===== src/common/snax_mem_pkg.sv =====
// scratchpad word and address widths and the request and response structs; no byte enables
package snax_mem_pkg;

  // width of one scratchpad word in bits
  parameter int data_w = 32;

  // word address width, enough for a full 256 word bank
  parameter int addr_w = 8;

  // one memory access as a requester presents it to the arbiter
  // req is a level that stays high with all other fields unchanged
  // until the cycle the requester sees its grant
  typedef struct packed {
    logic              req;
    logic              we;
    logic [addr_w-1:0] addr;
    logic [data_w-1:0] wdata;
  } mem_req_t;

  // read response, valid pulses for one cycle one cycle after the granted read
  // writes never produce a response
  typedef struct packed {
    logic              valid;
    logic [data_w-1:0] rdata;
  } mem_rsp_t;

endpackage


===== src/rtl/lzc_snax.sv =====
// zero counter for width of at least 2; cnt has no meaning while empty is high
`timescale 1ns/1ps

module lzc_snax #(
  // number of input bits
  parameter int width = 2,
  // 0 counts trailing zeros from bit 0, 1 counts leading zeros from the top bit
  parameter bit mode = 1'b0
) (
  input  logic [width-1:0]         in,
  output logic [$clog2(width)-1:0] cnt,
  // high when no input bit is set
  output logic                     empty
);

  // depth of the select tree
  localparam int levels = $clog2(width);
  // input rounded up to a full power of two
  localparam int pad_w = 2 ** levels;

  // input in search order, padded with zeros that never win
  logic [pad_w-1:0] in_pad;

  // node n has children 2n+1 and 2n+2, the root is node 0
  // node_vld says a set bit exists below the node, node_idx says where the first one is
  logic [pad_w-2:0]             node_vld;
  logic [pad_w-2:0][levels-1:0] node_idx;

  // in leading-zero mode the top bit is searched first, so the vector is reversed
  always_comb begin
    in_pad = '0;
    for (int i = 0; i < width; i++) begin
      in_pad[i] = mode ? in[width-1-i] : in[i];
    end
  end

  for (genvar l = 0; l < levels; l++) begin : g_level
    for (genvar k = 0; k < 2 ** l; k++) begin : g_node
      if (l == levels - 1) begin : g_leaf
        // a leaf looks at one pair of input bits, the lower bit wins
        assign node_vld[2**l-1+k] = in_pad[2*k] | in_pad[2*k+1];
        assign node_idx[2**l-1+k] = in_pad[2*k] ? levels'(2 * k) : levels'(2 * k + 1);
      end else begin : g_inner
        // an inner node prefers its lower child whenever that child holds a set bit
        assign node_vld[2**l-1+k] = node_vld[2**(l+1)-1+2*k] | node_vld[2**(l+1)+2*k];
        assign node_idx[2**l-1+k] = node_vld[2**(l+1)-1+2*k] ? node_idx[2**(l+1)-1+2*k]
                                                             : node_idx[2**(l+1)+2*k];
      end
    end
  end

  // the root holds the position of the first set bit in search order
  assign cnt   = node_idx[0];
  assign empty = ~node_vld[0];

endmodule


===== src/rtl/rr_arbiter.sv =====
// round-robin arbiter for num_req of at least 2; grant is combinational and lasts one cycle
`timescale 1ns/1ps

module rr_arbiter #(
  parameter int num_req = 2
) (
  input  logic                   clk,
  input  logic                   arst_n,
  input  snax_mem_pkg::mem_req_t req [num_req],
  output logic [num_req-1:0]     gnt,
  output snax_mem_pkg::mem_req_t mem_req
);

  localparam int idx_w = $clog2(num_req);

  // port that was granted last, the search starts at the port after it
  logic [idx_w-1:0] ptr;

  // request levels in port order and rotated so the port after ptr sits at bit 0
  logic [num_req-1:0] req_lvl;
  logic [num_req-1:0] req_rot;

  // distance of the winner from the search start and its port index
  logic [idx_w-1:0] win_ofs;
  logic [idx_w-1:0] win_idx;
  logic             none_active;

  always_comb begin
    for (int i = 0; i < num_req; i++) begin
      req_lvl[i] = req[i].req;
    end
  end

  // circular rotation, written with a modulo so num_req need not be a power of two
  always_comb begin
    for (int i = 0; i < num_req; i++) begin
      req_rot[i] = req_lvl[(int'(ptr) + 1 + i) % num_req];
    end
  end

  // first active request in circular order is the lowest set bit of the rotated vector
  lzc_snax #(
    .width (num_req),
    .mode  (1'b0)
  ) winner_lzc (
    .in    (req_rot),
    .cnt   (win_ofs),
    .empty (none_active)
  );

  // rotate the offset back into a port index
  assign win_idx = idx_w'((int'(ptr) + 1 + int'(win_ofs)) % num_req);

  always_comb begin
    gnt = '0;
    if (!none_active) begin
      gnt[win_idx] = 1'b1;
    end
  end

  // the bank sees an inactive request when nobody asks
  assign mem_req = none_active ? '0 : req[win_idx];

  // after reset the pointer names the last port, so port 0 gets the first grant
  always_ff @(posedge clk or negedge arst_n) begin
    if (!arst_n) begin
      ptr <= idx_w'(num_req - 1);
    end else if (!none_active) begin
      ptr <= win_idx;
    end
  end

endmodule


===== config.mk =====
export PLATFORM = sky130hd
export DESIGN_NAME = rr_arbiter
export DESIGN_NICKNAME = d
export VERILOG_FILES = /design/src/common/snax_mem_pkg.sv /design/src/rtl/lzc_snax.sv /design/src/rtl/rr_arbiter.sv
export SDC_FILE = /design/constraint.sdc
export NUM_CORES = 1
export LEC_CHECK = 0
export BUFFER_PORTS_ARGS = -buffer_cell sky130_fd_sc_hd__buf_4
export CAP_MARGIN = 25
export CORE_ASPECT_RATIO = 0.5
export CORE_MARGIN = 8
export CORE_UTILIZATION = 24
export DETAILED_ROUTE_END_ITERATION = 10
export PLACE_DENSITY = 0.8
export SLEW_MARGIN = 20
export SYNTH_ARGS = -nofsm -noshare
export SYNTH_HDL_FRONTEND = slang
export SYNTH_SLANG_ARGS = --single-unit

===== constraint.sdc =====
create_clock -name clk -period 1.4 [get_ports clk]
set_input_delay 0.07 -clock clk [delete_from_list [all_inputs] [get_ports clk]]
set_output_delay 0.07 -clock clk [all_outputs]
set_load 0.1 [all_outputs]

==> run_results.csv, run 1 <==
group,metric,value,unit
die,fp.dieArea,4620,um^2
die,fp.coreArea,2540,um^2
worst_setup_path,reg2reg_depth,3,
worst_setup_path,worst_setup_path_end_kind,"output port",
layout,n_fill_cell,120,
die,fp.dieH,52.2,um
power,peakVddDrop,740,uV
power,total_power,2080,uW
worst_setup_path,crit_top_cell,"buf_12",
sta,final.period_utilization,100,%
layout,area_growth_syn_to_layout,245,%
global_routing,grt_max_degree,32,
worst_setup_path,required,1.33,ns
worst_setup_path,crit_fanout,24,
die,die_w,88.4,um
logic_synthesis,avgSynthCellArea,10.2,um^2
sta,setup_viol,1,
power,p_sw_share,61.9,%
status,violations,"negative setup slack",
global_routing,track_usage,16.7,%
layout,final_cell_mix,"95 x buf_4, 32 x a32o_2, 25 x buf_12",
detailed_routing,vias,1245,
detailed_routing,wl_per_cell,26.5,um
sta,skew,0,ns
detailed_routing,routed_via_density,5.53,
die,start_util,24.8,%
layout,regMostFlops,"ptr",
worst_setup_path,worstPathCellList,"nand2b_4 -> buf_12 -> a32o_2 -> buf_12",
layout,drive_gt1_share,98.9,%
job,drv_cap,0,
layout,final_common_cell,"buf_4",
global_routing,grt_first_pass_wirelength,6240,um
power,clkPwrFrac,0,%
detailed_routing,drt-total-wl,5970,um
detailed_routing,drc,0,
die,ios,130,
logic_synthesis,synth_area,629,um^2
sta,final_hold_viol_count,0,
layout,fin_nets,276,
logic_synthesis,syn_nets,148,
placed_design,post-dp-hpwl,3610,um
layout,antenna_cells,0,
worst_setup_path,r2r_start,"ptr$_DFFE_PN1P_",
detailed_routing,drtIter0Drc,46,
sta,worst_pin_slew,0.327,ns
worst_hold_path,hold_path_class,"primary input to async pin",
global_routing,antenna_found_initial,0,
status,outcome,"finished, violations left",
global_routing,gr-total-overflow,0,
logic_synthesis,synth_cell_types,13,
clocking,clk_latency,0,ns
power,seqPwrFrac,2.1,%
layout,largest_register_ffs,1,
sta,max_slew_margin,78.2,%
logic_synthesis,synth_cells,62,
logic_synthesis,synth_seq_cells,1,
logic_synthesis,ys_seq_area_share,4.17,%
placed_design,gp_congestion,0.767,
sta,min_period,1.40,ns
clocking,hold_buffers,0,
worst_setup_path,start_kind,"flip-flop",
power,p_switching,1290,uW
placed_design,numPortBuffers,129,
layout,largest_registers,"ptr x1",
clocking,path_clk_slew,0,ns
power,power.leakage,0.00113,uW
sta,worst_slack,-0.00202,ns
power,p_per_area,961,nW/um^2
logic_synthesis,yosysWarnings,0,
worst_setup_path,cpMaxStageDelayCell,"dfstp_2",
sta,setup_tns,-0.00202,ns
sta,finalMaxSlewViolations,0,
worst_setup_path,arrival,1.33,ns
worst_setup_path,rrSetupSlack,0.40,ns
worst_setup_path,critical_path_class,"flip-flop to output port",
power,pwr-share-comb,97.9,%
worst_setup_path,max_stage_delay,0.56,ns
detailed_routing,ant_nets,0,
detailed_routing,detail_route.first_pass.iterations,4,
global_routing,grt_pass1_vias,1230,
die,rows,13,
sta,max_freq,713,MHz
worst_setup_path,timing.rr.end,"ptr$_DFFE_PN1P_",
power,intPower,794,uW
## power by group through the flow
stage / logic, uW / clock network, uW / registers [uW]
finish: 2040 / 0 / 44.0
global route: 2080 / 0 / 44.4
CTS: 1790 / 0 / 42.2
detailed placement: 1690 / 0 / 42.1
global placement: 1690 / 0 / 41.8
floorplan: 1300 / 0 / 40.8
## critical path: cells and delay by family, from the launching register on
family / cells / cell delay [ns]
AO/OA/AOI/OAI: 1 / 0.24
buffers and inverters: 2 / 0.36
flip-flops: 1 / 0.56
AND/OR/NAND/NOR: 1 / 0.17
## how the worst max path moves through the flow
stage                    startpoint          end  depth (start not counted)
floorplan           ptr$_DFFE_PN1P_   mem_req[0]                          4
global placement    ptr$_DFFE_PN1P_  mem_req[20]                          4
detailed placement  ptr$_DFFE_PN1P_  mem_req[17]                          4
CTS                 ptr$_DFFE_PN1P_   mem_req[2]                          4
global route        ptr$_DFFE_PN1P_  mem_req[16]                          4
finish              ptr$_DFFE_PN1P_  mem_req[16]                          4
## cells in the mapped netlist (all sizes together)
| master | instances | share of area [%] |
|---|---|---|
| a21boi | 1 | 1.8 |
| a21oi | 1 | 0.79 |
| a32o | 41 | 69 |
| and2 | 1 | 0.99 |
| buf | 10 | 18 |
| clkbuf | 4 | 2.4 |
| dfstp | 1 | 4.2 |
| nand2b | 1 | 0.99 |
| nor2 | 1 | 0.60 |
| or2 | 1 | 0.99 |
## area by class of cell
cell class	count	area, um^2	share of cell area, %
well taps	37	46.3	2.14
multi-input cells	47	608	28.0
flip-flops and latches	1	26.3	1.21
repair buffers	140	1490	68.6
## repair_timing
item                                    in CTS  in global routing
gates resized for setup                     38                 65
endpoints found under the setup margin      36                 42
setup buffers                                0                  0
## cell families after synthesis
group,share of synthesized area (%)
flops,4.18
compound gates,72.0
buf+inv,20.3
simple gates,3.58
## metal layers
metal / GRT usage [%] / routed length [um] / vias to the layer above
met5: 0 / 0 / -
met4: 1.11 / 183 / 0
met3: 1.41 / 323 / 12
met2: 35.8 / 3450 / 68
met1: 18.0 / 2010 / 612
li1: - / - / 553
## through the flow
step | worst slack, ns | hold WS [ns] | std cells | utilization (%) | instance area (um^2)
floorplan | -0.119 | -0.0778 | 62 | - | 751
global placement | -0.0324 | 0.00444 | 225 | 69.0 | 1750
detailed placement | -0.0509 | 0.00603 | 225 | 69.0 | 1750
CTS | 0.00426 | 0.00603 | 225 | 74.7 | 1890
global route | -0.0202 | 0.0156 | 225 | 85.5 | 2170
finish | -0.00202 | 0.0164 | 225 | 85.5 | 2170
Note: power is estimated with default switching activity, not from simulation.
==> run 2: changes to the inputs <==
- CELL_PAD_IN_SITES_DETAIL_PLACEMENT: unset -> 0
- CELL_PAD_IN_SITES_GLOBAL_PLACEMENT: unset -> 2
- CORE_UTILIZATION: 24 -> 10
- PLACE_DENSITY: 0.8 -> unset
- PLACE_DENSITY_LB_ADDON: unset -> 0.1
==> run_results.csv, run 2 (same netlist as run 1, synthesis figures left out) <==
group,metric,value,unit
status,outcome,"finished clean",
layout,largest_registers,"ptr x1",
die,ios,130,
clocking,post_cts_buffers,0,
layout,drive_gt1_share,98.9,%
sta,worst_slack,0.0277,ns
global_routing,use_met3,2.85,%
placed_design,dpl-instance-area,1810,um^2
layout,stdcell_area,2120,um^2
sta,finalMaxSlewViolations,0,
placed_design,place_ws,-0.0521,ns
global_routing,grt_first_pass_wirelength,7110,um
die,rows,20,
detailed_routing,drc,0,
global_routing,grt_max_degree,26,
worst_setup_path,critical_path_class,"flip-flop to output port",
detailed_routing,routed_via_density,4.24,
power,p_sw_share,63.2,%
global_routing,globalRouteMet2Util,18.0,%
global_routing,antenna_found_initial,0,
global_routing,track_usage,9.37,%
power,intPower,724,uW
worst_setup_path,start_kind,"flip-flop",
sta,max_slew_margin,81.4,%
layout,antenna_cells,0,
worst_setup_path,arrival,1.30,ns
global_routing,met1_usage,10.2,%
die,fp.dieH,72.1,um
worst_setup_path,cp_top_family,"flip-flops",
layout,regMostFlops,"ptr",
sta,skew,0,ns
die,die_w,128,um
power,p_switching,1240,uW
global_routing,busiest_layer,"met2",
sta,setup_viol,0,
power,power.leakage,0.00109,uW
placed_design,gp_congestion,0.786,
layout,largest_register_ffs,1,
worst_setup_path,crit_top_cell,"buf_12",
detailed_routing,vias,1171,
sta,worst_pin_slew,0.279,ns
worst_setup_path,max_stage_delay,0.53,ns
worst_setup_path,timing.rr.end,"ptr$_DFFE_PN1P_",
clocking,clk_latency,0,ns
power,peakVddDrop,386,uV
power,p_per_area,926,nW/um^2
clocking,path_clk_slew,0,ns
global_routing,gr-total-overflow,0,
worst_setup_path,reg2reg_depth,3,
sta,final_hold_viol_count,0,
die,fp.dieArea,9240,um^2
layout,final_cell_mix,"92 x buf_4, 32 x a32o_2, 31 x buf_6",
job,drv_cap,0,
worst_setup_path,worstPathCellList,"buf_6 -> a21boi_4 -> buf_12 -> a32o_4 -> buf_12",
sta,min_period,1.37,ns
global_routing,grt_pass1_vias,1253,
worst_setup_path,required,1.33,ns
detailed_routing,ant_nets,0,
worst_setup_path,r2r_start,"ptr$_DFFE_PN1P_",
worst_hold_path,hold_path_class,"primary input to async pin",
sta,rsz0062_at_grt,"true",
power,pwr-share-comb,97.9,%
die,fp.coreArea,6080,um^2
clocking,hold_buffers,0,
power,clkPwrFrac,0,%
power,seqPwrFrac,2.1,%
worst_setup_path,rrSetupSlack,0.52,ns
layout,fin_nets,276,
placed_design,post-dp-hpwl,4090,um
worst_setup_path,cpMaxStageDelayCell,"dfstp_2",
layout,area_growth_syn_to_layout,238,%
sta,max_freq,729,MHz
die,start_util,10.3,%
worst_setup_path,critical_path_buf_inv_count,3,
detailed_routing,drtIter0Drc,36,
worst_setup_path,worst_setup_path_end_kind,"output port",
detailed_routing,drt-total-wl,5080,um
layout,final_common_cell,"buf_4",
worst_setup_path,crit_fanout,21,
detailed_routing,detail_route.first_pass.iterations,6,
detailed_routing,wl_per_cell,18.4,um
sta,final.period_utilization,98.0,%
placed_design,numPortBuffers,129,
## run 2: changes by cell type in the layout (fill, tap and decap cells not counted)
cell and change:
buf_8 -12, buf_12 -10, clkbuf_16 +1, buf_6 +24, buf_4 -3
## run 2: worst max-delay path by stage
stage	startpoint	to	slack, ns	depth (start not counted)
2_1_floorplan	ptr$_DFFE_PN1P_	mem_req[0]	-0.12	4
3_3_place_gp	ptr$_DFFE_PN1P_	mem_req[5]	-0.05	4
3_5_place_dp	ptr$_DFFE_PN1P_	mem_req[5]	-0.05	4
4_1_cts	ptr$_DFFE_PN1P_	mem_req[4]	0.001	4
5_1_grt	ptr$_DFFE_PN1P_	mem_req[4]	-0.01	5
6_report	ptr$_DFFE_PN1P_	mem_req[2]	0.03	5
## run 2: layout make-up
cell class              instances  area (um^2)
repair buffers                140         1380
multi-input cells              47          608
fillers                       637         3960
well taps                      88          110
flip-flops and latches          1         26.3
## run 2: stage by stage
step / utilization [%] / std cells / TNS, ns / hold slack (ns) / total power (uW)
after floorplan: - / 62 / -3.58 / -0.0778 / 1340
after global placement: 29.7 / 275 / -0.724 / 0.00626 / 1760
after detailed placement: 29.7 / 275 / -1.23 / 0.00380 / 1750
after CTS: 32.0 / 275 / 0 / 0.00370 / 1850
after global routing: 34.9 / 276 / -0.0561 / 0.00596 / 2030
final: 34.9 / 276 / 0 / 0.00239 / 1970
## run 2: worst register-to-register path, stage by stage, from the launching register on
cell and delay (ns):
dfstp_2 0.53, buf_4 0.11, nor2_1 0.03, a21oi_1 0.12
## run 2: power groups by stage
| stage | clock network (uW) | registers, uW | logic, uW |
|---|---|---|---|
| 6_report | 0 | 41.8 | 1930 |
| 5_1_grt | 0 | 42.7 | 1980 |
| 4_1_cts | 0 | 40.3 | 1810 |
| 3_5_place_dp | 0 | 40.2 | 1710 |
| 3_3_place_gp | 0 | 39.2 | 1720 |
| 2_1_floorplan | 0 | 40.8 | 1300 |
## run 2: what timing repair did
action / in CTS / in global routing
setup endpoints to repair: 36 / 42
resized for setup: 37 / 36
cloned: 0 / 1
## run 2: layer usage
layer  vias to the layer above  share of wire [%]
met5                         -                  0
met4                         0                1.0
met3                         4                8.3
met2                        58                 53
met1                       557                 38
li1                        552                  -
==> run 3: changes to the inputs <==
- REMOVE_ABC_BUFFERS: unset -> 1
==> run_results.csv, run 3 (same netlist as run 1, synthesis figures left out) <==
group,metric,value,unit
global_routing,grt_first_pass_wirelength,7130,um
detailed_routing,drc,0,
die,die_w,128,um
power,power.leakage,0.000956,uW
sta,min_period,1.37,ns
worst_setup_path,critPathCapture,"mem_req[6]",
placed_design,dpl-instance-area,1700,um^2
detailed_routing,drt-total-wl,4990,um
layout,largest_register_ffs,1,
sta,skew,0,ns
detailed_routing,drtIter0Drc,40,
power,clkPwrFrac,0,%
sta,setup_viol,0,
worst_setup_path,worstPathCellList,"buf_4 -> a21boi_4 -> buf_12 -> a32o_1 -> buf_8",
detailed_routing,routed_via_density,4.19,
global_routing,grt_max_degree,36,
worst_setup_path,timing.rr.end,"ptr$_DFFE_PN1P_",
worst_setup_path,cp-startpoint,"ptr$_DFFE_PN1P_",
placed_design,gp_congestion,0.727,
power,seqPwrFrac,2.1,%
power,p_per_area,967,nW/um^2
layout,largest_registers,"ptr x1",
sta,rsz0062_at_grt,"false",
worst_setup_path,cp_top_family,"buffers and inverters",
worst_setup_path,crit_fanout,18,
die,fp.coreArea,6080,um^2
layout,multiInputGateArea,485,um^2
power,intPower,609,uW
global_routing,grt_pass1_vias,1139,
worst_setup_path,critical_path_class,"flip-flop to output port",
power,p_sw_share,66.6,%
die,ios,130,
placed_design,numPortBuffers,129,
worst_setup_path,max_stage_delay,0.34,ns
power,p_switching,1210,uW
sta,max_freq,732,MHz
job,drv_cap,0,
sta,final_hold_viol_count,0,
detailed_routing,ant_nets,0,
die,start_util,10.3,%
die,rows,20,
clocking,clk_latency,0,ns
sta,final.period_utilization,97.6,%
sta,worst_pin_slew,0.369,ns
layout,final_common_cell,"buf_4",
power,peakVddDrop,209,uV
layout,utilization,31.0,%
worst_setup_path,cpMaxStageDelayCell,"dfstp_2",
detailed_routing,detail_route.first_pass.iterations,4,
global_routing,track_usage,9.51,%
detailed_routing,vias,1144,
layout,regMostFlops,"ptr",
layout,fin_nets,273,
worst_setup_path,start_kind,"flip-flop",
sta,whs,0.00512,ns
global_routing,antenna_found_initial,0,
layout,n_fill_cell,662,
worst_setup_path,critical_path_buf_inv_count,3,
status,outcome,"finished clean",
clocking,path_clk_slew,0,ns
die,fp.dieH,72.1,um
sta,finalMaxSlewViolations,0,
worst_setup_path,arrival,1.30,ns
worst_setup_path,reg2reg_depth,3,
worst_setup_path,worst_setup_path_end_kind,"output port",
die,fp.dieArea,9240,um^2
worst_setup_path,required,1.33,ns
layout,drive_gt1_share,87.6,%
sta,setup_tns,0,ns
sta,max_slew_margin,75.4,%
worst_setup_path,rrSetupSlack,0.54,ns
worst_setup_path,crit_cells,5,
layout,area_growth_syn_to_layout,199,%
worst_setup_path,r2r_start,"ptr$_DFFE_PN1P_",
layout,antenna_cells,0,
layout,stdcell_area,1880,um^2
power,pwr-share-comb,97.9,%
layout,register_area,26.3,um^2
layout,final_cell_mix,"92 x buf_4, 36 x buf_6, 21 x a32o_2",
detailed_routing,wl_per_cell,18.3,um
clocking,post_cts_buffers,0,
worst_hold_path,hold_path_class,"primary input to async pin",
global_routing,gr-total-overflow,0,
run 3: cell count changes in the layout (fill, tap and decap cells not counted):
cell | previous run | this run
a32o_1 | 0 | 20
a32o_2 | 32 | 21
a32o_4 | 9 | 0
buf_12 | 15 | 6
buf_6 | 31 | 36
buf_8 | 1 | 3
and2_1 | 0 | 1
and2_4 | 1 | 0
clkbuf_16 | 1 | 0
nand2b_2 | 0 | 1
nand2b_4 | 1 | 0
run 3: stage by stage:
step	power (uW)	instances	setup WS, ns
final	1820	273	0.0340
after global routing	1870	273	0.00140
after CTS	1810	273	0.0402
after detailed placement	1700	273	-0.0780
after global placement	1710	273	-0.0710
after floorplan	1210	48	-1.59
run 3: layer usage:
metal	GRT usage [%]	share of wire, %
met1	10.0	34
met2	20.6	63
met3	0.512	1.8
met4	1.17	1.3
met5	0	0
run 3: how the worst min path moves through the flow:
stage	slack (ns)	cells past startpoint	start	endpoint
floorplan	-0.08	0	arst_n	ptr$_DFFE_PN1P_
global placement	0.009	1	arst_n	ptr$_DFFE_PN1P_
detailed placement	0.008	1	arst_n	ptr$_DFFE_PN1P_
CTS	0.008	1	arst_n	ptr$_DFFE_PN1P_
global route	0.01	1	arst_n	ptr$_DFFE_PN1P_
finish	0.005	1	arst_n	ptr$_DFFE_PN1P_
run 3: layout make-up:
type                       count  area share, %
multi-input combinational     47           25.8
tap                           88           5.85
timing repair buffer         137           67.0
sequential                     1           1.40
run 3: power by group through the flow:
stage                     combinational, uW  sequential [uW]  clock [uW]
final                                  1780             38.8           0
after global routing                   1830             39.2           0
after CTS                              1770             38.5           0
after detailed placement               1660             38.4           0
after global placement                 1670             38.4           0
after floorplan                        1170             40.8           0
run 3: what timing repair did:
item | in CTS | in global routing
endpoints found under the setup margin | 42 | 4
gates resized for setup | 43 | 6
gates cloned | 0 | 0
hold buffers | 0 | 0
hold endpoints to repair | 0 | 0
