<file path="src/common/snax_mem_pkg.sv">
// scratchpad word and address widths and the request and response structs; no byte enables
package snax_mem_pkg;

  // width of one scratchpad word in bits
  parameter int data_w = 32;

  // word address width, enough for a full 256 word bank
  parameter int addr_w = 8;

  // one memory access as a requester presents it to the arbiter
  // req is a level that stays high with all other fields unchanged
  // until the cycle the requester sees its grant
  typedef struct packed {
    logic              req;
    logic              we;
    logic [addr_w-1:0] addr;
    logic [data_w-1:0] wdata;
  } mem_req_t;

  // read response, valid pulses for one cycle one cycle after the granted read
  // writes never produce a response
  typedef struct packed {
    logic              valid;
    logic [data_w-1:0] rdata;
  } mem_rsp_t;

endpackage

</file>
<file path="src/common/snax_norm_pkg.sv">
// normalization job descriptor and engine states; job addresses wrap at the bank size
package snax_norm_pkg;

  // one block job, the count is one bit wider than an address
  // so that a job over the whole bank can be described
  typedef struct packed {
    logic [snax_mem_pkg::addr_w-1:0] src;
    logic [snax_mem_pkg::addr_w-1:0] dst;
    logic [snax_mem_pkg::addr_w:0]   count;
  } norm_job_t;

  // engine sequence per word is read_req, read_wait, write_req
  // finish emits done once the last word has been written
  typedef enum logic [2:0] {
    idle,
    read_req,
    read_wait,
    write_req,
    finish
  } norm_state_e;

endpackage

</file>
<file path="src/rtl/lzc_snax.sv">
// zero counter for width of at least 2; cnt has no meaning while empty is high
`timescale 1ns/1ps

module lzc_snax #(
  // number of input bits
  parameter int width = 2,
  // 0 counts trailing zeros from bit 0, 1 counts leading zeros from the top bit
  parameter bit mode = 1'b0
) (
  input  logic [width-1:0]         in,
  output logic [$clog2(width)-1:0] cnt,
  // high when no input bit is set
  output logic                     empty
);

  // depth of the select tree
  localparam int levels = $clog2(width);
  // input rounded up to a full power of two
  localparam int pad_w = 2 ** levels;

  // input in search order, padded with zeros that never win
  logic [pad_w-1:0] in_pad;

  // node n has children 2n+1 and 2n+2, the root is node 0
  // node_vld says a set bit exists below the node, node_idx says where the first one is
  logic [pad_w-2:0]             node_vld;
  logic [pad_w-2:0][levels-1:0] node_idx;

  // in leading-zero mode the top bit is searched first, so the vector is reversed
  always_comb begin
    in_pad = '0;
    for (int i = 0; i < width; i++) begin
      in_pad[i] = mode ? in[width-1-i] : in[i];
    end
  end

  for (genvar l = 0; l < levels; l++) begin : g_level
    for (genvar k = 0; k < 2 ** l; k++) begin : g_node
      if (l == levels - 1) begin : g_leaf
        // a leaf looks at one pair of input bits, the lower bit wins
        assign node_vld[2**l-1+k] = in_pad[2*k] | in_pad[2*k+1];
        assign node_idx[2**l-1+k] = in_pad[2*k] ? levels'(2 * k) : levels'(2 * k + 1);
      end else begin : g_inner
        // an inner node prefers its lower child whenever that child holds a set bit
        assign node_vld[2**l-1+k] = node_vld[2**(l+1)-1+2*k] | node_vld[2**(l+1)+2*k];
        assign node_idx[2**l-1+k] = node_vld[2**(l+1)-1+2*k] ? node_idx[2**(l+1)-1+2*k]
                                                             : node_idx[2**(l+1)+2*k];
      end
    end
  end

  // the root holds the position of the first set bit in search order
  assign cnt   = node_idx[0];
  assign empty = ~node_vld[0];

endmodule

</file>
<file path="src/norm_engine/norm_engine.sv">
// block normalization engine; expects read data exactly one cycle after its read grant
`timescale 1ns/1ps

module norm_engine (
  input  logic                          clk,
  input  logic                          arst_n,
  input  logic                          start,
  input  snax_norm_pkg::norm_job_t      job,
  output snax_mem_pkg::mem_req_t        mem_req,
  input  logic                          gnt,
  input  snax_mem_pkg::mem_rsp_t        mem_rsp,
  output logic                          busy,
  output logic                          done,
  output logic [snax_mem_pkg::addr_w:0] zero_cnt
);

  snax_norm_pkg::norm_state_e state;

  // job as it was when start was accepted
  snax_norm_pkg::norm_job_t job_q;

  // word index within the block, wide enough to count a full bank
  logic [snax_mem_pkg::addr_w:0] idx;

  // normalized word waiting for its write grant
  logic [snax_mem_pkg::data_w-1:0] result;

  // leading zero count of the word coming back from the bank
  logic [$clog2(snax_mem_pkg::data_w)-1:0] lz_cnt;
  logic                                    lz_empty;

  logic last_word;

  lzc_snax #(
    .width (snax_mem_pkg::data_w),
    .mode  (1'b1)
  ) word_lzc (
    .in    (mem_rsp.rdata),
    .cnt   (lz_cnt),
    .empty (lz_empty)
  );

  assign last_word = (idx == job_q.count - 1'b1);

  // control path
  always_ff @(posedge clk or negedge arst_n) begin
    if (!arst_n) begin
      state    <= snax_norm_pkg::idle;
      busy     <= 1'b0;
      done     <= 1'b0;
      idx      <= '0;
      zero_cnt <= '0;
    end else begin
      // done only ever lasts one cycle
      done <= 1'b0;
      case (state)
        snax_norm_pkg::idle: begin
          // start is only looked at here, so a pulse while busy has no effect
          if (start) begin
            busy     <= 1'b1;
            idx      <= '0;
            zero_cnt <= '0;
            // an empty job goes straight to done
            state    <= (job.count == '0) ? snax_norm_pkg::finish : snax_norm_pkg::read_req;
          end
        end
        snax_norm_pkg::read_req: begin
          if (gnt) begin
            state <= snax_norm_pkg::read_wait;
          end
        end
        snax_norm_pkg::read_wait: begin
          // the word is counted in the cycle its data shows up
          if (mem_rsp.valid) begin
            if (lz_empty) begin
              zero_cnt <= zero_cnt + 1'b1;
            end
            state <= snax_norm_pkg::write_req;
          end
        end
        snax_norm_pkg::write_req: begin
          if (gnt) begin
            idx   <= idx + 1'b1;
            state <= last_word ? snax_norm_pkg::finish : snax_norm_pkg::read_req;
          end
        end
        snax_norm_pkg::finish: begin
          // busy falls on the same edge that raises done
          busy  <= 1'b0;
          done  <= 1'b1;
          state <= snax_norm_pkg::idle;
        end
        default: begin
          state <= snax_norm_pkg::idle;
        end
      endcase
    end
  end

  // data path registers
  always_ff @(posedge clk) begin
    if (state == snax_norm_pkg::idle && start) begin
      job_q <= job;
    end
    // shifting by the leading zero count puts the first set bit at the top
    // an all-zero word would get an undefined count, so it is forced to zero
    if (state == snax_norm_pkg::read_wait && mem_rsp.valid) begin
      result <= lz_empty ? '0 : (mem_rsp.rdata << lz_cnt);
    end
  end

  // the request is a level tied to the state, so it holds until the grant moves the state on
  always_comb begin
    mem_req = '0;
    case (state)
      snax_norm_pkg::read_req: begin
        mem_req.req  = 1'b1;
        mem_req.addr = job_q.src + idx[snax_mem_pkg::addr_w-1:0];
      end
      snax_norm_pkg::write_req: begin
        mem_req.req   = 1'b1;
        mem_req.we    = 1'b1;
        mem_req.addr  = job_q.dst + idx[snax_mem_pkg::addr_w-1:0];
        mem_req.wdata = result;
      end
      default: begin
        mem_req = '0;
      end
    endcase
  end

endmodule

</file>
<file path="config.mk">
export PLATFORM = sky130hd
export DESIGN_NAME = norm_engine
export DESIGN_NICKNAME = d
export VERILOG_FILES = /design/src/common/snax_mem_pkg.sv /design/src/common/snax_norm_pkg.sv /design/src/rtl/lzc_snax.sv /design/src/norm_engine/norm_engine.sv
export SDC_FILE = /design/constraint.sdc
export NUM_CORES = 1
export LEC_CHECK = 0
export BUFFER_PORTS_ARGS = -buffer_cell sky130_fd_sc_hd__buf_4
export CORE_MARGIN = 2
export CORE_UTILIZATION = 57
export DETAILED_ROUTE_END_ITERATION = 8
export GPL_TIMING_DRIVEN = 0
export PLACE_DENSITY = 0.82
export SYNTH_ARGS = -nofsm -noshare
export SYNTH_HDL_FRONTEND = slang
export SYNTH_HIERARCHICAL = 1
export SYNTH_SLANG_ARGS = --single-unit
</file>
<file path="constraint.sdc">
create_clock -name clk -period 3.5 [get_ports clk]
set_clock_uncertainty 0.05 [all_clocks]
set_input_delay 0.35 -clock clk [delete_from_list [all_inputs] [get_ports clk]]
set_output_delay 0.35 -clock clk [all_outputs]
set_load 0.02 [all_outputs]
</file>
==> summary.md, run 1 <==
| Metric | Value |
|---|---|
| Dpl cell area | 6900 um^2 |
| Ports | 115 |
| Cells along the critical path | and3b_1, buf_6, buf_8, mux2_2, ha_2, inv_2, fa_2, nor2b_4, o21ai_2, a21boi_2, o21a_1, o21a_1, nor3_2, buf_4 |
| Yosys warnings | 6 |
| Seq/Total Area, Yosys | 38.9% |
| GR peak layer | met2 |
| DRT iter0 DRCs | 407 |
| Fin util | 70.7% |
| Max Cap Violations | 0 |
| Longest Clk Path Bufs | 2 |
| Lkg Pwr | 3.01 nW |
| Relative slew slack | 43.0% |
| Flops & latches, synth | 80 |
| Final Critical Period | 3.48 ns |
| Die width | 106 um |
| Switching pwr | 1.59 mW |
| F_max | 287 MHz |
| Met2 Use GR | 46.5% |
| Site row count | 37 |
| Post-Syn Area | 5880 um^2 |
| CP Class | reg -> out |
| Fill cells | 793 |
| Worst-Margin Slew | 0.855 ns |
| CP arrival | 3.08 ns |
| Syn Area/Cell | 9.83 um^2 |
| Average wire per standard cell | 17.9 um |
| Root Driver | clkbuf_8 |
| Reg power frac | 32.3% |
| Layout Area Growth over Synthesis | 22.5% |
| Worst Hold End | job_q[24] |
| Worst setup SP type | flop |
| Switch share | 40.3% |
| CTS tree | built |
| Worst Setup End Kind | output port |
| PortBufs | 114 |
| Fraction of the cycle the final worst path needs | 99.5% |
| First-pass iteration count of the detailed router | 7 |
| Overall die height | 106 um |
| Critical path peak fanout | 6 |
| # DRC | 0 |
| Comb power frac | 53.0% |
| Initial antenna violation count | 0 |
| CP max stage cell | dfrtp_2 |
| Pin count of the biggest net entering global routing | 35 |
| Most frequent CP cell | o21a_1 |
| Pwr Density | 548 nW/um^2 |
| Vias in the first global route | 4995 |
| Synth Instances | 598 |
| Most used DFF post-synth | edfxtp_1 |
| Initial Utilization | 57.7% |
| Share of cells above drive strength 1 | 28.9% |
| Post-Route WL | 15.7 mm |
| Largest cells by area after synthesis | edfxtp_1 (29%), dfrtp_1 (9.8%), mux4_2 (8.4%) |
| Internal power | 2.36 mW |
| Worst hold stages | 1 |
| Worst r2r src | state[0] |
| Max VDD drop | 464 uV |
| H-tree levels | 3 |
| RePlAce Congestion | 0.920 |
| Final HPWL DP | 11.9 mm |
| Distinct cell type count after synthesis | 64 |
| Met3 Usage GRT | 4.27% |
| Remaining Overflow, GRT | 0 |
| FF-to-FF setup slack | 1.09 ns |
| Max incr delay on CP | 0.42 ns |
| Met1 GRT Util | 37.2% |
| Worst R2R End | job_q[20] |
| Clock latency at the later pin of the worst-skew pair | 0.36 ns |
| Outcome | complete, no violations |
| Vias | 5196 |
| Slew Limit Fails | 0 |
| Top-area cell type share of the netlist area | 29.1% |
| CORE AREA | 10200 um^2 |
| Tot GR Track Use | 28.2% |
| Clk slew on worst S/H paths | 0.08 ns |
| Synth Net Count | 671 |
| Reg2Reg Depth | 4 |
| Diodes inserted | 0 |
| Cell accounting for the most synthesized area | edfxtp_1 |
| Post-synth EDFFs | 57 |
| Worst Hold Launch | job[24] |
| Number of antenna-violating nets in the routed design | 0 |
| Nets | 806 |
| RSZ-0062 raised after global routing | yes |
| CTS buffer count | 9 |
| Global-route wire length before repair | 24.8 mm |
| Endpoints failing hold | 0 |
| Worst Hold Class | in -> reg |
| TritonCTS Sinks | 80 |
| Final instance area | 7200 um^2 |
| Ys async rst share | 28.7% |
| Via density | 5.95 |
| Final setup vio count | 0 |
| WP data required | 3.10 ns |
| Die area | 11100 um^2 |
| Clock network power share | 14.6% |
==> through the flow <==
stage,hold WS (ns),power (mW),cells,TNS (ns),setup slack (ns)
finish,0.116,3.95,874,0,0.0181
floorplan,0.00441,2.48,598,0,0.0292
global placement,0.203,3.14,848,-0.566,-0.174
CTS,0.104,3.88,873,0,0.0000866
global route,0.103,4.16,874,-0.105,-0.105
detailed placement,0.209,3.21,848,-0.824,-0.244
==> synth_stat cells (5+ instances only) <==
| cell | n |
|---|---|
| and2_1 | 34 |
| xor2_1 | 18 |
| edfxtp_1 | 57 |
| buf_4 | 5 |
| nor3_1 | 15 |
| buf_2 | 8 |
| a211oi_1 | 6 |
| o22ai_1 | 15 |
| clkbuf_1 | 15 |
| mux2i_1 | 38 |
| nand3_1 | 8 |
| dfrtp_1 | 23 |
| ha_1 | 10 |
| mux4_2 | 22 |
| o211ai_1 | 5 |
| nor2_1 | 70 |
| o21ai_0 | 33 |
| a21oi_1 | 28 |
| nand4_1 | 6 |
| buf_1 | 5 |
| and3_1 | 7 |
| xnor2_1 | 9 |
| nand2_1 | 57 |
| nand2b_1 | 5 |
| inv_1 | 21 |
| nor4_1 | 6 |
| mux2_2 | 11 |
| or3_1 | 6 |
==> cell families after synthesis <==
kind of cell	count (synthesis)	share of synthesized area, %
xor+xnor	27	4.02
flops	80	38.9
mux	71	17.0
compound gates	114	12.4
fa+ha+maj	11	2.47
buf+inv	56	4.32
simple gates	239	20.8
==> power by group through the flow <==
stage | Clock, mW | Combinational (mW) | Sequential (mW)
global placement | 0 | 1.85 | 1.29
floorplan | 0 | 1.20 | 1.28
detailed placement | 0 | 1.91 | 1.29
global route | 0.628 | 2.24 | 1.29
CTS | 0.582 | 2.02 | 1.28
finish | 0.577 | 2.09 | 1.28
==> final cells by class <==
| cell class | count | area (um^2) | share of cell area (%) |
|---|---|---|---|
| tap | 136 | 170 | 2.36 |
| clock buffer | 13 | 139 | 1.93 |
| inverter | 21 | 78.8 | 1.10 |
| multi-input combinational | 462 | 3370 | 46.8 |
| buffer | 35 | 200 | 2.78 |
| clock inverter | 3 | 18.8 | 0.261 |
| timing repair buffer | 124 | 933 | 13.0 |
| sequential | 80 | 2290 | 31.8 |
==> state kept, by name, indices dropped and copies added (netlist names) <==
signal and flops:
result 32, zero_cnt 9, job_q 25, busy 1, state 3, idx 9
done 1
==> worst max-delay path: cells and delay by family, from the launching register on <==
| family | cells | cell delay, ns |
|---|---|---|
| adder cells (fa/ha/maj) | 2 | 0.43 |
| AND/OR/NAND/NOR | 3 | 0.44 |
| AO/OA/AOI/OAI | 4 | 0.61 |
| buffers and inverters | 4 | 0.47 |
| multiplexers | 1 | 0.35 |
| flip-flops | 1 | 0.42 |
==> cells in the final DEF (no fill, tap or decap), drive strengths merged, types with 4 or more instances in the layout <==
master    n
clkbuf   28
o22ai    15
inv      21
xnor2     9
mux2i    38
or2       4
o211ai    6
edfxtp   57
dfrtp    23
nand2b    5
a21oi    28
o21a      4
nor3     15
nand2    57
nor2b     5
xor2     18
and3      7
a211oi    6
and2     34
mux4     22
or3       6
o31ai     4
buf     143
nor2     71
o21ai    33
mux2     11
nand4     8
nand3     9
ha       10
nor4      7
==> worst max path at each step <==
| stage | from | end | slack [ns] |
|---|---|---|---|
| floorplan | state[0] | mem_req[38] | 0.03 |
| global placement | state[0] | mem_req[38] | -0.17 |
| detailed placement | state[0] | mem_req[38] | -0.24 |
| CTS | state[2] | mem_req[38] | 0.00009 |
| global route | state[0] | mem_req[38] | -0.10 |
| finish | state[2] | mem_req[38] | 0.02 |
==> routing by layer <==
layer,part of all wire (%),wire (um)
met5,0,0
met1,42,6570
met4,3.2,505
met3,6.1,955
met2,49,7650
==> what timing repair did <==
action                                  CTS  global route
resized for setup                        12             8
pin swaps                                 3             3
setup buffers                             8             1
hold buffers                              1             0
endpoints found under the setup margin    7             3
hold endpoints to repair                 23             0
(Power assumes the default switching activity.)
==> inputs of run 2 (changes only) <==
--- a/config.mk
+++ b/config.mk
@@ -8,6 +8,7 @@
 export BUFFER_PORTS_ARGS = -buffer_cell sky130_fd_sc_hd__buf_4
 export CORE_MARGIN = 2
 export CORE_UTILIZATION = 57
+export CTS_BUF_LIST = sky130_fd_sc_hd__clkbuf_8 sky130_fd_sc_hd__clkbuf_16
 export DETAILED_ROUTE_END_ITERATION = 8
 export GPL_TIMING_DRIVEN = 0
 export PLACE_DENSITY = 0.82
==> run 2 against run 1 <==
  * Sequential share of layout area did not move
  * Register-to-register slack got worse by 0.02 ns
  * Count of clock-buffer cells in the layout fell by 4
  * Design area did not move
==> summary.md, run 2 (same netlist as run 1, synthesis figures left out) <==
| Metric | Value |
|---|---|
| Global-route wire length before repair | 24.8 mm (about the same) |
| Final HPWL DP | 11.9 mm (unchanged) |
| Via density | 5.99 (was 5.95) |
| Max VDD drop | 464 uV (about the same) |
| Endpoints failing hold | 0 (unchanged) |
| Switching pwr | 1.60 mW (was 1.59 mW) |
| Top Registers | result (32), job_q (25) (unchanged) |
| Worst Hold Class | in -> reg (unchanged) |
| Clock network power share | 14.5% (was 14.6%) |
| Remaining Overflow, GRT | 0 (unchanged) |
| Worst r2r src | state[0] (unchanged) |
| Outcome | complete, no violations (unchanged) |
| Nets | 806 (unchanged) |
| Post-Route WL | 15.7 mm (about the same) |
| Crit path buffers/inverters | 4 (unchanged) |
| Clock latency at the later pin of the worst-skew pair | 0.36 ns (about the same) |
| Max Cap Violations | 0 (unchanged) |
| Longest Clk Path Bufs | 2 (unchanged) |
| Worst Setup End Kind | output port (unchanged) |
| CP delay by family, top | compound AO/OA/AOI/OAI gates (unchanged) |
| Max incr delay on CP | 0.43 ns (was 0.42 ns) |
| Fraction of the cycle the final worst path needs | 100% (was 99.5%) |
| Comb power frac | 53.1% (was 53.0%) |
| Commonest non-fill, non-tap cell in the layout | buf_4 (unchanged) |
| Root Driver | clkbuf_8 (unchanged) |
| Internal power | 2.34 mW (was 2.36 mW) |
| Most frequent cells in the layout | buf_4 (128), nor2_1 (70), nand2_1 (57), edfxtp_1 (57), mux2i_1 (38) (unchanged) |
| Worst hold stages | 1 (unchanged) |
| CTS buffer count | 9 (unchanged) |
| Clk slew on worst S/H paths | 0.09 ns (was 0.08 ns) |
| Largest register by flop count | result (unchanged) |
| Reg power frac | 32.4% (was 32.3%) |
| # DRC | 0 (unchanged) |
| Worst setup SP type | flop (unchanged) |
| CORE AREA | 10200 um^2 (unchanged) |
| Die width | 106 um (unchanged) |
| Worst R2R End | job_q[20] (unchanged) |
| Largest register FFs | 32 (unchanged) |
| Average wire per standard cell | 17.9 um (about the same) |
| First-pass iteration count of the detailed router | 5 (was 7) |
| Number of antenna-violating nets in the routed design | 0 (unchanged) |
| Overall die height | 106 um (unchanged) |
| Initial antenna violation count | 0 (unchanged) |
| Relative slew slack | 43.2% (was 43.0%) |
| Switch share | 40.5% (was 40.3%) |
| Lkg Pwr | 3.03 nW (was 3.01 nW) |
| Worst-Margin Slew | 0.852 ns (was 0.855 ns) |
| Most frequent CP cell | o21a_1 (unchanged) |
| CP Class | reg -> out (unchanged) |
| Die area | 11100 um^2 (unchanged) |
| Final Critical Period | 3.50 ns (was 3.48 ns) |
| H-tree levels | 3 (unchanged) |
| Share of cells above drive strength 1 | 28.9% (unchanged) |
| WP data required | 3.10 ns (about the same) |
| Pwr Density | 548 nW/um^2 (about the same) |
| Setup Slack @ Placement | -0.244 ns (unchanged) |
| Layout Area Growth over Synthesis | 22.5% (unchanged) |
| CP max stage cell | dfrtp_2 (unchanged) |
| Vias | 5234 (was 5196) |
| Slew Limit Fails | 0 (unchanged) |
| Initial Utilization | 57.7% (unchanged) |
| Diodes inserted | 0 (unchanged) |
| Critical path peak fanout | 6 (unchanged) |
| RePlAce Congestion | 0.920 (unchanged) |
| Worst Hold End | job_q[24] (unchanged) |
| Reg2Reg Depth | 4 (unchanged) |
| RSZ-0062 raised after global routing | yes (unchanged) |
| Site row count | 37 (unchanged) |
| Hold Worst Slack | 0.109 ns (was 0.116 ns) |
| Final setup vio count | 0 (unchanged) |
| PortBufs | 114 (unchanged) |
| CP arrival | 3.10 ns (was 3.08 ns) |
| FF-to-FF setup slack | 1.07 ns (was 1.09 ns) |
| Worst Hold Launch | job[24] (unchanged) |
| DRT iter0 DRCs | 400 (was 407) |
| F_max | 286 MHz (was 287 MHz) |
| TritonCTS Sinks | 80 (unchanged) |
| Vias in the first global route | 4988 (was 4995) |
| Tot GR Track Use | 28.2% (unchanged) |
| Pin count of the biggest net entering global routing | 35 (unchanged) |
| Setup ws final | 0.00138 ns (was 0.0181 ns) |
| CTS tree | built (unchanged) |
| Cells along the critical path | and3b_1, buf_6, buf_8, mux2_2, ha_2, inv_2, fa_2, nor2b_4, o21ai_2, a21boi_2, o21a_1, o21a_1, nor3_2, buf_4 (unchanged) |
| Ports | 115 (unchanged) |
run 2: changes by cell type in the layout (fill, tap and decap cells not counted):
cell and delta:
inv_1 +4, clkbuf_1 -4
run 2: area by class of cell:
type	count	area (um^2)
multi-input cells	462	3370
clock inverters	7	33.8
fillers	793	2990
flip-flops and latches	80	2290
inverters	21	78.8
repair buffers	124	933
plain buffers	35	200
clock buffers	9	124
well taps	136	170
run 2: stage by stage:
stage / setup TNS (ns) / instances / area [um^2] / total power [mW] / utilization, %
after floorplan: 0 / 598 / 5880 / 2.48 / -
after global placement: -0.566 / 848 / 6900 / 3.14 / 67.8
after detailed placement: -0.824 / 848 / 6900 / 3.21 / 67.8
after CTS: 0 / 873 / 7160 / 3.87 / 70.3
after global routing: -0.107 / 874 / 7200 / 4.15 / 70.7
final: 0 / 874 / 7200 / 3.94 / 70.7
run 2: what timing repair did:
item,CTS,global route
setup endpoints to repair,7,3
hold buffers,1,0
resized for setup,12,8
buffers inserted,8,1
endpoints found under the hold margin,23,0
pin swaps,3,3
cloned,0,0
run 2: worst max-delay path by stage:
stage / startpoint / to / depth (start not counted)
floorplan: state[0] / mem_req[38] / 14
detailed placement: state[0] / mem_req[38] / 15
finish: state[2] / mem_req[38] / 14
CTS: state[2] / mem_req[38] / 14
global placement: state[0] / mem_req[38] / 15
global route: state[0] / mem_req[38] / 15
run 2: metal layers:
metal  track usage [%]  wire (um)  part of all wire, %  vias up
met5                 0          0                    0        -
met4              12.0        541                  3.5        0
met3              4.21       1040                  6.7       44
met2              46.6       7610                   49      237
met1              37.3       6470                   41     2493
li1                  -          -                    -     2460
run 2: power by group through the flow:
stage | combinational (mW) | clock, mW | sequential (mW)
final | 2.09 | 0.572 | 1.28
after global routing | 2.24 | 0.618 | 1.29
after CTS | 2.02 | 0.571 | 1.28
after detailed placement | 1.91 | 0 | 1.29
after global placement | 1.85 | 0 | 1.29
after floorplan | 1.20 | 0 | 1.28
